--- config.mk ---
export PLATFORM = sky130hd
export DESIGN_NAME = lsu_top
export DESIGN_NICKNAME = d
export VERILOG_FILES = /design/src/hdl/stbuf_pkg.sv /design/src/hdl/addr_adder.sv /design/src/hdl/mem_arbiter.sv /design/src/hdl/data_mem.sv /design/src/hdl/store_buffer.sv /design/src/hdl/lsu_top.sv
export VERILOG_INCLUDE_DIRS = /design/src /design/src/hdl
export SDC_FILE = /design/constraint.sdc
export NUM_CORES = 2
export LEC_CHECK = 0
export BUFFER_PORTS_ARGS = -buffer_cell sky130_fd_sc_hd__buf_2
export CELL_PAD_IN_SITES_DETAIL_PLACEMENT = 1
export CELL_PAD_IN_SITES_GLOBAL_PLACEMENT = 2
export CORE_ASPECT_RATIO = 0.6
export CORE_MARGIN = 2
export CORE_UTILIZATION = 42
export DETAILED_ROUTE_END_ITERATION = 16
export PLACE_DENSITY = 0.77
export SETUP_SLACK_MARGIN = 0.4
export SLEW_MARGIN = 20
export SYNTH_ARGS = -nofsm -noshare
export SYNTH_HDL_FRONTEND = slang
export SYNTH_SLANG_ARGS = --single-unit
--- constraint.sdc ---
create_clock -name clk_i -period 4.8 [get_ports clk_i]
set_input_delay 0.48 -clock clk_i [delete_from_list [all_inputs] [get_ports clk_i]]
set_output_delay 0.48 -clock clk_i [all_outputs]
set_load 0.1 [all_outputs]
--- src/hdl/stbuf_cfg.svh ---
`ifndef STBUF_CFG_SVH
`define STBUF_CFG_SVH

// datapath and ROB tag widths
`define STB_XLEN 32
`define STB_ROB_W 4

// store buffer entries, power of two
`define STB_DEPTH 4

// data memory size in words
`define STB_MEM_WORDS 64

// exception causes reported on the CDB
`define STB_EXC_MISALIGN 6
`define STB_EXC_FAULT 7

`endif

--- src/hdl/stbuf_pkg.sv ---
`include "stbuf_cfg.svh"

package stbuf_pkg;

    // -------------------------------------------------------------------------
    // plain vector types
    // -------------------------------------------------------------------------

    typedef logic [`STB_XLEN-1:0]          xlen_t;
    typedef logic [`STB_ROB_W-1:0]         rob_idx_t;
    typedef logic [$clog2(`STB_DEPTH)-1:0] sb_tag_t;
    // 0 byte, 1 halfword, 2 word
    typedef logic [1:0]                    ldst_width_t;
    typedef logic [3:0]                    except_code_t;

    // -------------------------------------------------------------------------
    // bundles
    // -------------------------------------------------------------------------

    // one source operand, value valid when ready is set
    typedef struct packed {
        logic     ready;
        rob_idx_t rob_idx;
        xlen_t    value;
    } op_data_t;

    typedef struct packed {
        rob_idx_t     rob_idx;
        xlen_t        value;
        logic         except_raised;
        except_code_t except_code;
    } cdb_data_t;

    // effective address calculation
    typedef struct packed {
        sb_tag_t     tag;
        xlen_t       base;
        xlen_t       offs;
        ldst_width_t width;
    } adder_req_t;

    typedef struct packed {
        sb_tag_t      tag;
        xlen_t        result;
        logic         except_raised;
        except_code_t except_code;
    } adder_ans_t;

    // memory side payloads
    typedef struct packed {
        logic        is_store;
        ldst_width_t width;
        xlen_t       addr;
        xlen_t       wdata;
    } mem_req_t;

    typedef struct packed {
        xlen_t        rdata;
        logic         except_raised;
        except_code_t except_code;
    } mem_ans_t;

endpackage

--- src/hdl/addr_adder.sv ---
`timescale 1ns/10ps
`include "stbuf_cfg.svh"

module addr_adder (
    input  logic                  clk_i,
    input  logic                  rst_n_i,
    input  logic                  req_valid_i,
    output logic                  req_ready_o,
    input  stbuf_pkg::adder_req_t req_i,
    output logic                  ans_valid_o,
    output stbuf_pkg::adder_ans_t ans_o
);

    stbuf_pkg::xlen_t sum;
    logic             misaligned;
    logic             busy;

    assign sum = req_i.base + req_i.offs;

    // halfword needs bit 0 clear, word needs bits 1:0 clear
    always_comb begin : p_align
        case (req_i.width)
            2'd1:    misaligned = sum[0];
            2'd2:    misaligned = |sum[1:0];
            default: misaligned = 1'b0;
        endcase
    end

    always_ff @(posedge clk_i or negedge rst_n_i) begin : p_busy
        if (!rst_n_i) busy <= 1'b0;
        else          busy <= req_valid_i && req_ready_o;
    end

    always_ff @(posedge clk_i) begin : p_answer
        if (req_valid_i && req_ready_o) begin
            ans_o.tag           <= req_i.tag;
            ans_o.result        <= sum;
            ans_o.except_raised <= misaligned;
            ans_o.except_code   <= misaligned ? stbuf_pkg::except_code_t'(`STB_EXC_MISALIGN) : '0;
        end
    end

    assign req_ready_o = !busy;
    assign ans_valid_o = busy;

endmodule

--- src/hdl/mem_arbiter.sv ---
`timescale 1ns/10ps

module mem_arbiter (
    input  logic                clk_i,
    input  logic                rst_n_i,
    input  logic                sb_req_i,
    output logic                sb_ack_o,
    input  stbuf_pkg::mem_req_t sb_data_i,
    output stbuf_pkg::mem_ans_t sb_ans_o,
    input  logic                ld_req_i,
    output logic                ld_ack_o,
    input  stbuf_pkg::mem_req_t ld_data_i,
    output stbuf_pkg::mem_ans_t ld_ans_o,
    output logic                mem_req_o,
    input  logic                mem_ack_i,
    output stbuf_pkg::mem_req_t mem_data_o,
    input  stbuf_pkg::mem_ans_t mem_ans_i
);

    typedef enum logic [1:0] {
        ARB_IDLE,
        ARB_SB,
        ARB_LD
    } arb_state_t;

    arb_state_t state;
    logic       last_ld;

    always_ff @(posedge clk_i or negedge rst_n_i) begin : p_arb
        if (!rst_n_i) begin
            state   <= ARB_IDLE;
            last_ld <= 1'b0;
        end else begin
            case (state)
                ARB_IDLE: begin
                    // on a tie the port that lost last time wins
                    if (sb_req_i && (!ld_req_i || last_ld)) begin
                        state   <= ARB_SB;
                        last_ld <= 1'b0;
                    end else if (ld_req_i) begin
                        state   <= ARB_LD;
                        last_ld <= 1'b1;
                    end
                end
                // grant ends once the handshake is back to zero
                ARB_SB:  if (!sb_req_i && !mem_ack_i) state <= ARB_IDLE;
                ARB_LD:  if (!ld_req_i && !mem_ack_i) state <= ARB_IDLE;
                default: state <= ARB_IDLE;
            endcase
        end
    end

    assign mem_req_o  = ((state == ARB_SB) && sb_req_i) || ((state == ARB_LD) && ld_req_i);
    assign mem_data_o = (state == ARB_LD) ? ld_data_i : sb_data_i;
    assign sb_ack_o   = (state == ARB_SB) && mem_ack_i;
    assign ld_ack_o   = (state == ARB_LD) && mem_ack_i;
    assign sb_ans_o   = (state == ARB_SB) ? mem_ans_i : '0;
    assign ld_ans_o   = (state == ARB_LD) ? mem_ans_i : '0;

endmodule

--- src/hdl/data_mem.sv ---
`timescale 1ns/10ps
`include "stbuf_cfg.svh"

module data_mem (
    input  logic                clk_i,
    input  logic                rst_n_i,
    input  logic                req_i,
    output logic                ack_o,
    input  stbuf_pkg::mem_req_t data_i,
    output stbuf_pkg::mem_ans_t ans_o
);

    localparam int IDX_W = $clog2(`STB_MEM_WORDS);

    stbuf_pkg::xlen_t mem [`STB_MEM_WORDS];
    stbuf_pkg::xlen_t wdata_lanes;
    logic [3:0]       byte_en;
    logic [IDX_W-1:0] word_idx;
    logic             in_range, fire;

    assign fire     = req_i && !ack_o;
    assign in_range = data_i.addr < stbuf_pkg::xlen_t'(4 * `STB_MEM_WORDS);
    assign word_idx = data_i.addr[IDX_W+1:2];

    // replicate the store data so every lane sees it
    always_comb begin : p_lanes
        case (data_i.width)
            2'd0: begin
                byte_en     = 4'b0001 << data_i.addr[1:0];
                wdata_lanes = {4{data_i.wdata[7:0]}};
            end
            2'd1: begin
                byte_en     = data_i.addr[1] ? 4'b1100 : 4'b0011;
                wdata_lanes = {2{data_i.wdata[15:0]}};
            end
            default: begin
                byte_en     = 4'b1111;
                wdata_lanes = data_i.wdata;
            end
        endcase
    end

    always_ff @(posedge clk_i or negedge rst_n_i) begin : p_mem
        if (!rst_n_i) begin
            ack_o <= 1'b0;
            for (int w = 0; w < `STB_MEM_WORDS; w++) begin
                mem[w] <= '0;
            end
        end else if (fire) begin
            ack_o <= 1'b1;
            if (data_i.is_store && in_range) begin
                for (int b = 0; b < 4; b++) begin
                    if (byte_en[b]) mem[word_idx][8*b +: 8] <= wdata_lanes[8*b +: 8];
                end
            end
        end else if (!req_i) begin
            ack_o <= 1'b0;
        end
    end

    always_ff @(posedge clk_i) begin : p_answer
        if (fire) begin
            ans_o.rdata         <= in_range ? mem[word_idx] : '0;
            ans_o.except_raised <= !in_range;
            ans_o.except_code   <= in_range ? '0 : stbuf_pkg::except_code_t'(`STB_EXC_FAULT);
        end
    end

endmodule

--- src/hdl/store_buffer.sv ---
`timescale 1ns/10ps
`include "stbuf_cfg.svh"

module store_buffer (
    input  logic                   clk_i,
    input  logic                   rst_n_i,
    input  logic                   issue_valid_i,
    output logic                   issue_ready_o,
    input  stbuf_pkg::ldst_width_t issue_width_i,
    input  stbuf_pkg::op_data_t    issue_rs1_i,
    input  stbuf_pkg::op_data_t    issue_rs2_i,
    input  stbuf_pkg::xlen_t       issue_imm_i,
    input  stbuf_pkg::rob_idx_t    issue_rob_idx_i,
    input  logic                   cdb_valid_i,
    input  stbuf_pkg::cdb_data_t   cdb_data_i,
    input  logic                   cdb_ready_i,
    output logic                   cdb_valid_o,
    output stbuf_pkg::cdb_data_t   cdb_data_o,
    output logic                   adder_valid_o,
    input  logic                   adder_ready_i,
    output stbuf_pkg::adder_req_t  adder_req_o,
    input  stbuf_pkg::adder_ans_t  adder_ans_i,
    output logic                   mem_req_o,
    input  logic                   mem_ack_i,
    output stbuf_pkg::mem_req_t    mem_data_o,
    input  stbuf_pkg::mem_ans_t    mem_ans_i
);

    typedef enum logic [2:0] {
        SB_EMPTY,
        SB_OP_PENDING,
        SB_ADDR_PENDING,
        SB_MEM_PENDING,
        SB_MEM_WAIT,
        SB_COMPLETED
    } sb_state_t;

    // rs2 carries the store data, addr holds the offset until the adder answers
    typedef struct packed {
        stbuf_pkg::ldst_width_t  width;
        stbuf_pkg::op_data_t     rs1;
        stbuf_pkg::op_data_t     rs2;
        stbuf_pkg::rob_idx_t     rob_idx;
        stbuf_pkg::xlen_t        addr;
        logic                    except_raised;
        stbuf_pkg::except_code_t except_code;
    } sb_entry_t;

    sb_entry_t            ent [`STB_DEPTH];
    sb_state_t            state [`STB_DEPTH];
    sb_state_t            next_state [`STB_DEPTH];
    stbuf_pkg::sb_tag_t   head_idx, tail_idx, addr_idx;
    logic                 push, pop, addr_fire, ans_pending;
    logic [`STB_DEPTH-1:0] push_e, head_e, rs1_hit, rs2_hit, ans_hit;

    assign push      = issue_valid_i && issue_ready_o;
    assign pop       = cdb_valid_o && cdb_ready_i;
    assign addr_fire = adder_valid_o && adder_ready_i;

    // per-entry wakeup and select
    always_comb begin : p_entry_match
        for (int i = 0; i < `STB_DEPTH; i++) begin
            push_e[i]  = push && (tail_idx == stbuf_pkg::sb_tag_t'(i));
            head_e[i]  = head_idx == stbuf_pkg::sb_tag_t'(i);
            rs1_hit[i] = cdb_valid_i && (state[i] == SB_OP_PENDING) && !ent[i].rs1.ready
                         && (ent[i].rs1.rob_idx == cdb_data_i.rob_idx);
            rs2_hit[i] = cdb_valid_i && (state[i] == SB_OP_PENDING) && !ent[i].rs2.ready
                         && (ent[i].rs2.rob_idx == cdb_data_i.rob_idx);
            ans_hit[i] = ans_pending && (state[i] == SB_ADDR_PENDING)
                         && (adder_ans_i.tag == stbuf_pkg::sb_tag_t'(i));
        end
    end

    // -------------------------------------------------------------------------
    // entry state machines
    // -------------------------------------------------------------------------

    always_comb begin : p_next_state
        for (int i = 0; i < `STB_DEPTH; i++) begin
            next_state[i] = state[i];
            case (state[i])
                SB_EMPTY: begin
                    if (push_e[i]) begin
                        if (issue_rs1_i.ready && issue_rs2_i.ready) begin
                            next_state[i] = SB_ADDR_PENDING;
                        end else begin
                            next_state[i] = SB_OP_PENDING;
                        end
                    end
                end
                SB_OP_PENDING: begin
                    if ((ent[i].rs1.ready || rs1_hit[i]) && (ent[i].rs2.ready || rs2_hit[i])) begin
                        next_state[i] = SB_ADDR_PENDING;
                    end
                end
                SB_ADDR_PENDING: begin
                    // misaligned stores skip memory
                    if (ans_hit[i]) begin
                        next_state[i] = adder_ans_i.except_raised ? SB_COMPLETED : SB_MEM_PENDING;
                    end
                end
                SB_MEM_PENDING: begin
                    if (head_e[i] && mem_ack_i) begin
                        next_state[i] = SB_MEM_WAIT;
                    end
                end
                SB_MEM_WAIT: begin
                    if (!mem_ack_i) begin
                        next_state[i] = SB_COMPLETED;
                    end
                end
                SB_COMPLETED: begin
                    if (pop && head_e[i]) begin
                        next_state[i] = SB_EMPTY;
                    end
                end
                default: next_state[i] = SB_EMPTY;
            endcase
        end
    end

    always_ff @(posedge clk_i or negedge rst_n_i) begin : p_state
        if (!rst_n_i) begin
            for (int i = 0; i < `STB_DEPTH; i++) begin
                state[i] <= SB_EMPTY;
            end
        end else begin
            state <= next_state;
        end
    end

    // entry payload
    always_ff @(posedge clk_i) begin : p_entry_data
        for (int i = 0; i < `STB_DEPTH; i++) begin
            if (push_e[i]) begin
                ent[i].width         <= issue_width_i;
                ent[i].rs1           <= issue_rs1_i;
                ent[i].rs2           <= issue_rs2_i;
                ent[i].rob_idx       <= issue_rob_idx_i;
                ent[i].addr          <= issue_imm_i;
                ent[i].except_raised <= 1'b0;
                ent[i].except_code   <= '0;
            end else begin
                if (rs1_hit[i]) begin
                    ent[i].rs1.ready <= 1'b1;
                    ent[i].rs1.value <= cdb_data_i.value;
                end
                if (rs2_hit[i]) begin
                    ent[i].rs2.ready <= 1'b1;
                    ent[i].rs2.value <= cdb_data_i.value;
                end
                if (ans_hit[i]) begin
                    ent[i].addr          <= adder_ans_i.result;
                    ent[i].except_raised <= adder_ans_i.except_raised;
                    ent[i].except_code   <= adder_ans_i.except_code;
                end
                if ((state[i] == SB_MEM_PENDING) && head_e[i] && mem_ack_i) begin
                    ent[i].except_raised <= mem_ans_i.except_raised;
                    ent[i].except_code   <= mem_ans_i.except_code;
                end
            end
        end
    end

    // -------------------------------------------------------------------------
    // head, tail and address pointers
    // -------------------------------------------------------------------------

    always_ff @(posedge clk_i or negedge rst_n_i) begin : p_pointers
        if (!rst_n_i) begin
            head_idx    <= '0;
            tail_idx    <= '0;
            addr_idx    <= '0;
            ans_pending <= 1'b0;
        end else begin
            if (push) tail_idx <= tail_idx + stbuf_pkg::sb_tag_t'(1);
            if (pop) head_idx <= head_idx + stbuf_pkg::sb_tag_t'(1);
            if (addr_fire) addr_idx <= addr_idx + stbuf_pkg::sb_tag_t'(1);
            // adder answers exactly one cycle after acceptance
            ans_pending <= addr_fire;
        end
    end

    assign issue_ready_o = state[tail_idx] == SB_EMPTY;

    assign cdb_valid_o                = state[head_idx] == SB_COMPLETED;
    assign cdb_data_o.rob_idx         = ent[head_idx].rob_idx;
    assign cdb_data_o.value           = ent[head_idx].addr;
    assign cdb_data_o.except_raised   = ent[head_idx].except_raised;
    assign cdb_data_o.except_code     = ent[head_idx].except_code;

    // address requests go out in issue order
    assign adder_valid_o     = state[addr_idx] == SB_ADDR_PENDING;
    assign adder_req_o.tag   = addr_idx;
    assign adder_req_o.base  = ent[addr_idx].rs1.value;
    assign adder_req_o.offs  = ent[addr_idx].addr;
    assign adder_req_o.width = ent[addr_idx].width;

    // head store owns the memory request line
    assign mem_req_o           = state[head_idx] == SB_MEM_PENDING;
    assign mem_data_o.is_store = 1'b1;
    assign mem_data_o.width    = ent[head_idx].width;
    assign mem_data_o.addr     = ent[head_idx].addr;
    assign mem_data_o.wdata    = ent[head_idx].rs2.value;

endmodule

--- src/hdl/lsu_top.sv ---
`timescale 1ns/10ps

module lsu_top (
    input  logic                   clk_i,
    input  logic                   rst_n_i,
    input  logic                   issue_valid_i,
    output logic                   issue_ready_o,
    input  stbuf_pkg::ldst_width_t issue_width_i,
    input  stbuf_pkg::op_data_t    issue_rs1_i,
    input  stbuf_pkg::op_data_t    issue_rs2_i,
    input  stbuf_pkg::xlen_t       issue_imm_i,
    input  stbuf_pkg::rob_idx_t    issue_rob_idx_i,
    input  logic                   cdb_valid_i,
    input  stbuf_pkg::cdb_data_t   cdb_data_i,
    input  logic                   cdb_ready_i,
    output logic                   cdb_valid_o,
    output stbuf_pkg::cdb_data_t   cdb_data_o,
    input  logic                   ld_req_i,
    input  stbuf_pkg::xlen_t       ld_addr_i,
    output logic                   ld_ack_o,
    output stbuf_pkg::xlen_t       ld_data_o,
    output logic                   ld_err_o
);

    logic                  adder_valid, adder_ready;
    stbuf_pkg::adder_req_t adder_req;
    stbuf_pkg::adder_ans_t adder_ans;
    logic                  sb_mem_req, sb_mem_ack, mem_req, mem_ack;
    stbuf_pkg::mem_req_t   sb_mem_data, ld_mem_data, mem_data;
    stbuf_pkg::mem_ans_t   sb_mem_ans, ld_mem_ans, mem_ans;

    // loads always read a whole word
    assign ld_mem_data = '{is_store: 1'b0, width: 2'd2, addr: ld_addr_i, wdata: '0};
    assign ld_data_o   = ld_mem_ans.rdata;
    assign ld_err_o    = ld_mem_ans.except_raised;

    store_buffer u_store_buffer (
        .clk_i           (clk_i),
        .rst_n_i         (rst_n_i),
        .issue_valid_i   (issue_valid_i),
        .issue_ready_o   (issue_ready_o),
        .issue_width_i   (issue_width_i),
        .issue_rs1_i     (issue_rs1_i),
        .issue_rs2_i     (issue_rs2_i),
        .issue_imm_i     (issue_imm_i),
        .issue_rob_idx_i (issue_rob_idx_i),
        .cdb_valid_i     (cdb_valid_i),
        .cdb_data_i      (cdb_data_i),
        .cdb_ready_i     (cdb_ready_i),
        .cdb_valid_o     (cdb_valid_o),
        .cdb_data_o      (cdb_data_o),
        .adder_valid_o   (adder_valid),
        .adder_ready_i   (adder_ready),
        .adder_req_o     (adder_req),
        .adder_ans_i     (adder_ans),
        .mem_req_o       (sb_mem_req),
        .mem_ack_i       (sb_mem_ack),
        .mem_data_o      (sb_mem_data),
        .mem_ans_i       (sb_mem_ans)
    );

    // the buffer times the answer itself
    addr_adder u_addr_adder (
        .clk_i       (clk_i),
        .rst_n_i     (rst_n_i),
        .req_valid_i (adder_valid),
        .req_ready_o (adder_ready),
        .req_i       (adder_req),
        .ans_valid_o (),
        .ans_o       (adder_ans)
    );

    mem_arbiter u_mem_arbiter (
        .clk_i      (clk_i),
        .rst_n_i    (rst_n_i),
        .sb_req_i   (sb_mem_req),
        .sb_ack_o   (sb_mem_ack),
        .sb_data_i  (sb_mem_data),
        .sb_ans_o   (sb_mem_ans),
        .ld_req_i   (ld_req_i),
        .ld_ack_o   (ld_ack_o),
        .ld_data_i  (ld_mem_data),
        .ld_ans_o   (ld_mem_ans),
        .mem_req_o  (mem_req),
        .mem_ack_i  (mem_ack),
        .mem_data_o (mem_data),
        .mem_ans_i  (mem_ans)
    );

    data_mem u_data_mem (
        .clk_i   (clk_i),
        .rst_n_i (rst_n_i),
        .req_i   (mem_req),
        .ack_o   (mem_ack),
        .data_i  (mem_data),
        .ans_o   (mem_ans)
    );

endmodule

==> results.py <==
metrics = {
    "routing": {
        "met1_length_mm": 186.5,
        "remaining_drc_errors": 0,
        "drtAntennaViolNets": 0,
        "first_pass_iters": 6,
        "routed_via_density": 6.137,
        "drt_iter0_markers": 7610,
        "wirelength_mm": 392.0,
        "dr.max_layer_used": "met5",
        "wl_met2_mm": 169.0,
        "wl_met3_mm": 29.09,
        "wl_per_cell_um": 30.97,
        "vias": 77676,
    },
    "worst_setup_path": {
        "path_max_fanout": 18,
        "cp.required_ns": 5.45,
        "critPathKind": "reg -> reg",
        "cp.arrival_ns": 5.08,
        "setup.worst_path.end_class": "flop",
        "crit_path_start_kind": "flop",
    },
    "yosys": {
        "synthDistinctLibCells": 79,
        "syn_avg_cell_area_um2": 14.98,
        "syn-num-nets": 8387,
        "synthCells": 8154,
        "yosys_warnings": 0,
        "synthFlopType": "dfrtp_1",
        "synth_area_um2": 122100,
        "synth_top_area_cell": "dfrtp_1",
        "synth_seq_cells": 2595,
        "synth_edf_count": 524,
        "yosysSeqAreaShare_pct": 55.32,
        "synth-async-reset-ratio_pct": 79.81,
        "synth_top_area_share_pct": 42.44,
        "synthTopCellsByArea": "dfrtp_1 42%, mux2_2 18%, edfxtp_1 13%",
    },
    "clock_network": {
        "insertion_delay_ns": 0.92,
        "root_buffer": "clkbuf_16",
        "clock_sinks": 2595,
        "cts_buffers": 243,
        "clk_path_buf_depth": 4,
        "cts_tree": "built",
        "cts.clk_slew.worst_paths_ns": 0.07,
        "htree_levels": 4,
    },
    "sta": {
        "period_share_pct": 92.20,
        "hold_violations": 0,
        "finalMaxSlewViolations": 0,
        "period_needed_ns": 4.426,
        "tns_ns": 0,
        "slew_headroom_pct": 15.38,
        "skew_ns": 0.05426,
        "finalSetupViolations": 0,
        "rsz0062_at_grt": "yes",
        "fmax_ghz": 0.2260,
        "worstMarginPinSlew_ns": 1.269,
        "hold_slack_ns": 0.05893,
    },
    "floorplanning": {
        "core-area_um2": 289400,
        "io_pins": 268,
        "die_w_um": 700.1,
        "die_area_um2": 295200,
        "die_h_um": 421.7,
        "row_count": 153,
        "start_util_pct": 42.19,
    },
    "final_layout": {
        "final_nets": 8811,
        "final_area_um2": 139900,
        "layout-drive-gt1-share_pct": 45.03,
        "postLayoutCoreUtil_pct": 48.34,
        "areaGrowthSynthToFinish_pct": 14.57,
        "final_common_cell": "dfrtp_1",
        "final_cell_mix": "2,067 x dfrtp_1, 1,940 x mux2_2, 763 x a22oi_1, 524 x edfxtp_1, 464 x mux2_4",
    },
    "placement": {
        "hpwl_mm": 256.7,
        "gp_congestion": 0.8589,
        "numPortBuffers": 259,
        "placed_cell_area_um2": 129800,
    },
    "global_routing": {
        "gr-total-overflow": 0,
        "grt_max_degree": 147,
        "grt_pass1_wl_mm": 582.0,
        "grt_antenna_before_repair": 27,
        "grt_usage_pct": 26.19,
        "grt_pass1_vias": 82491,
    },
    "power_and_ir_drop": {
        "ir_worst_vdd_mv": 0.5340,
        "powerDensity_nw_per_um2": 484.4,
        "power_w": 0.06778,
        "p_leak_nw": 64.18,
    },
    "run_status": {
        "outcome": "finished, final reports clean",
    },
    "job": {
        "drv_cap": 0,
    },
    "min_path": {
        "hold_path.class": "in -> reg",
    },
}
==> cell type report <==
cell class	instances	area, µm²
inverters	30	123.9
repair buffers	772	6581
clock inverters	96	1169
flip-flops and latches	2595	67570
fillers	27956	149500
multi-input cells	4936	52530
clock buffers	346	7071
diodes	8	20.02
well taps	3875	4848
==> logic make-up (layout without fill, tap and decap cells) <==
group	Yosys count	after routing	synth area share, %
buffers and inverters	623	1244	2.202
flip-flops	2595	2595	55.32
multiplexers	2602	2602	26.78
adder cells (fa/ha/maj)	42	42	0.4365
XOR/XNOR	67	67	0.4805
AND/OR/NAND/NOR	746	746	5.771
AO/OA/AOI/OAI	1478	1478	9.005
other	1	9	0.003071
==> final timing paths <==
check,from,end,slack [ns],depth (start not counted)
max,u_store_buffer.head_idx[0],u_data_mem.ans_o[31],0.37,12
min,cdb_data_i[9],u_store_buffer.ent[3][45],0.06,2
max reg2reg,u_store_buffer.head_idx[0],u_data_mem.ans_o[31],0.37,12
min reg2reg,u_mem_arbiter.last_ld,u_mem_arbiter.last_ld,0.49,1
max in group asynchronous,rst_n_i,u_data_mem.mem[124],2.79,3
min in group asynchronous,rst_n_i,u_data_mem.mem[1490],0.29,2
==> registers in the layout (all words and copies together), names as in the netlist, 2 cells and up <==
register                 cells
u_store_buffer.ent         456
u_store_buffer.state        12
u_store_buffer.head_idx      2
u_data_mem.mem            2048
u_store_buffer.tail_idx      2
u_mem_arbiter.state          2
u_data_mem.ans_o            33
u_addr_adder.ans_o          35
u_store_buffer.addr_idx      2
==> synthesized netlist by cell type, types with 103 or more instances <==
library cell     n
a31oi_1        163
dfrtp_1       2071
nor2_8         171
edfxtp_1       524
a22o_1         131
mux4_2         125
a21oi_1        117
a221oi_1       136
mux2_2        1940
clkbuf_1       415
mux2_4         464
nand2_1        103
a22oi_1        763
==> per-stage QoR <==
step	std cells	worst slack [ns]
2_1_floorplan	8154	0.4392
3_3_place_gp	12045	0.06241
5_1_grt	12655	0.3483
4_1_cts	12641	0.2531
6_report	12658	0.3743
3_5_place_dp	12045	-0.08799
==> what timing repair did <==
item / CTS / global route
resized for setup: 15 / 34
setup endpoints to repair: 2056 / 292
pin swaps: 2 / 2
hold endpoints to repair: 590 / 0
hold buffers: 145 / 0
gates cloned: 0 / 0
buffers inserted: 9 / 6
==> layer usage <==
layer	track usage, %	vias to the layer above
met1	40.49	42456
met4	4.971	4
met5	0	-
met2	38.22	2591
met3	5.124	417
li1	-	32208
==> critical path, cell delays in order (launching register included) <==
cell and delay [ns]:
dfrtp_4 0.60, mux4_2 0.76, mux2i_4 0.29, buf_4 0.20
nor3_4 0.04, buf_4 0.19, buf_12 0.17, a22o_1 0.22
a221oi_1 0.60, a31oi_1 0.29, nor4_1 0.48, buf_4 0.21
a31oi_1 0.07
==> report_power, final <==
part           total, W  leakage [nW]  switching, W  internal (W)
logic            0.0227          26.4        0.0169       0.00577
registers        0.0246          33.7      0.000720        0.0239
clock network    0.0205          4.08       0.00891        0.0116
No activity file was read; power rests on OpenSTA's default activity.
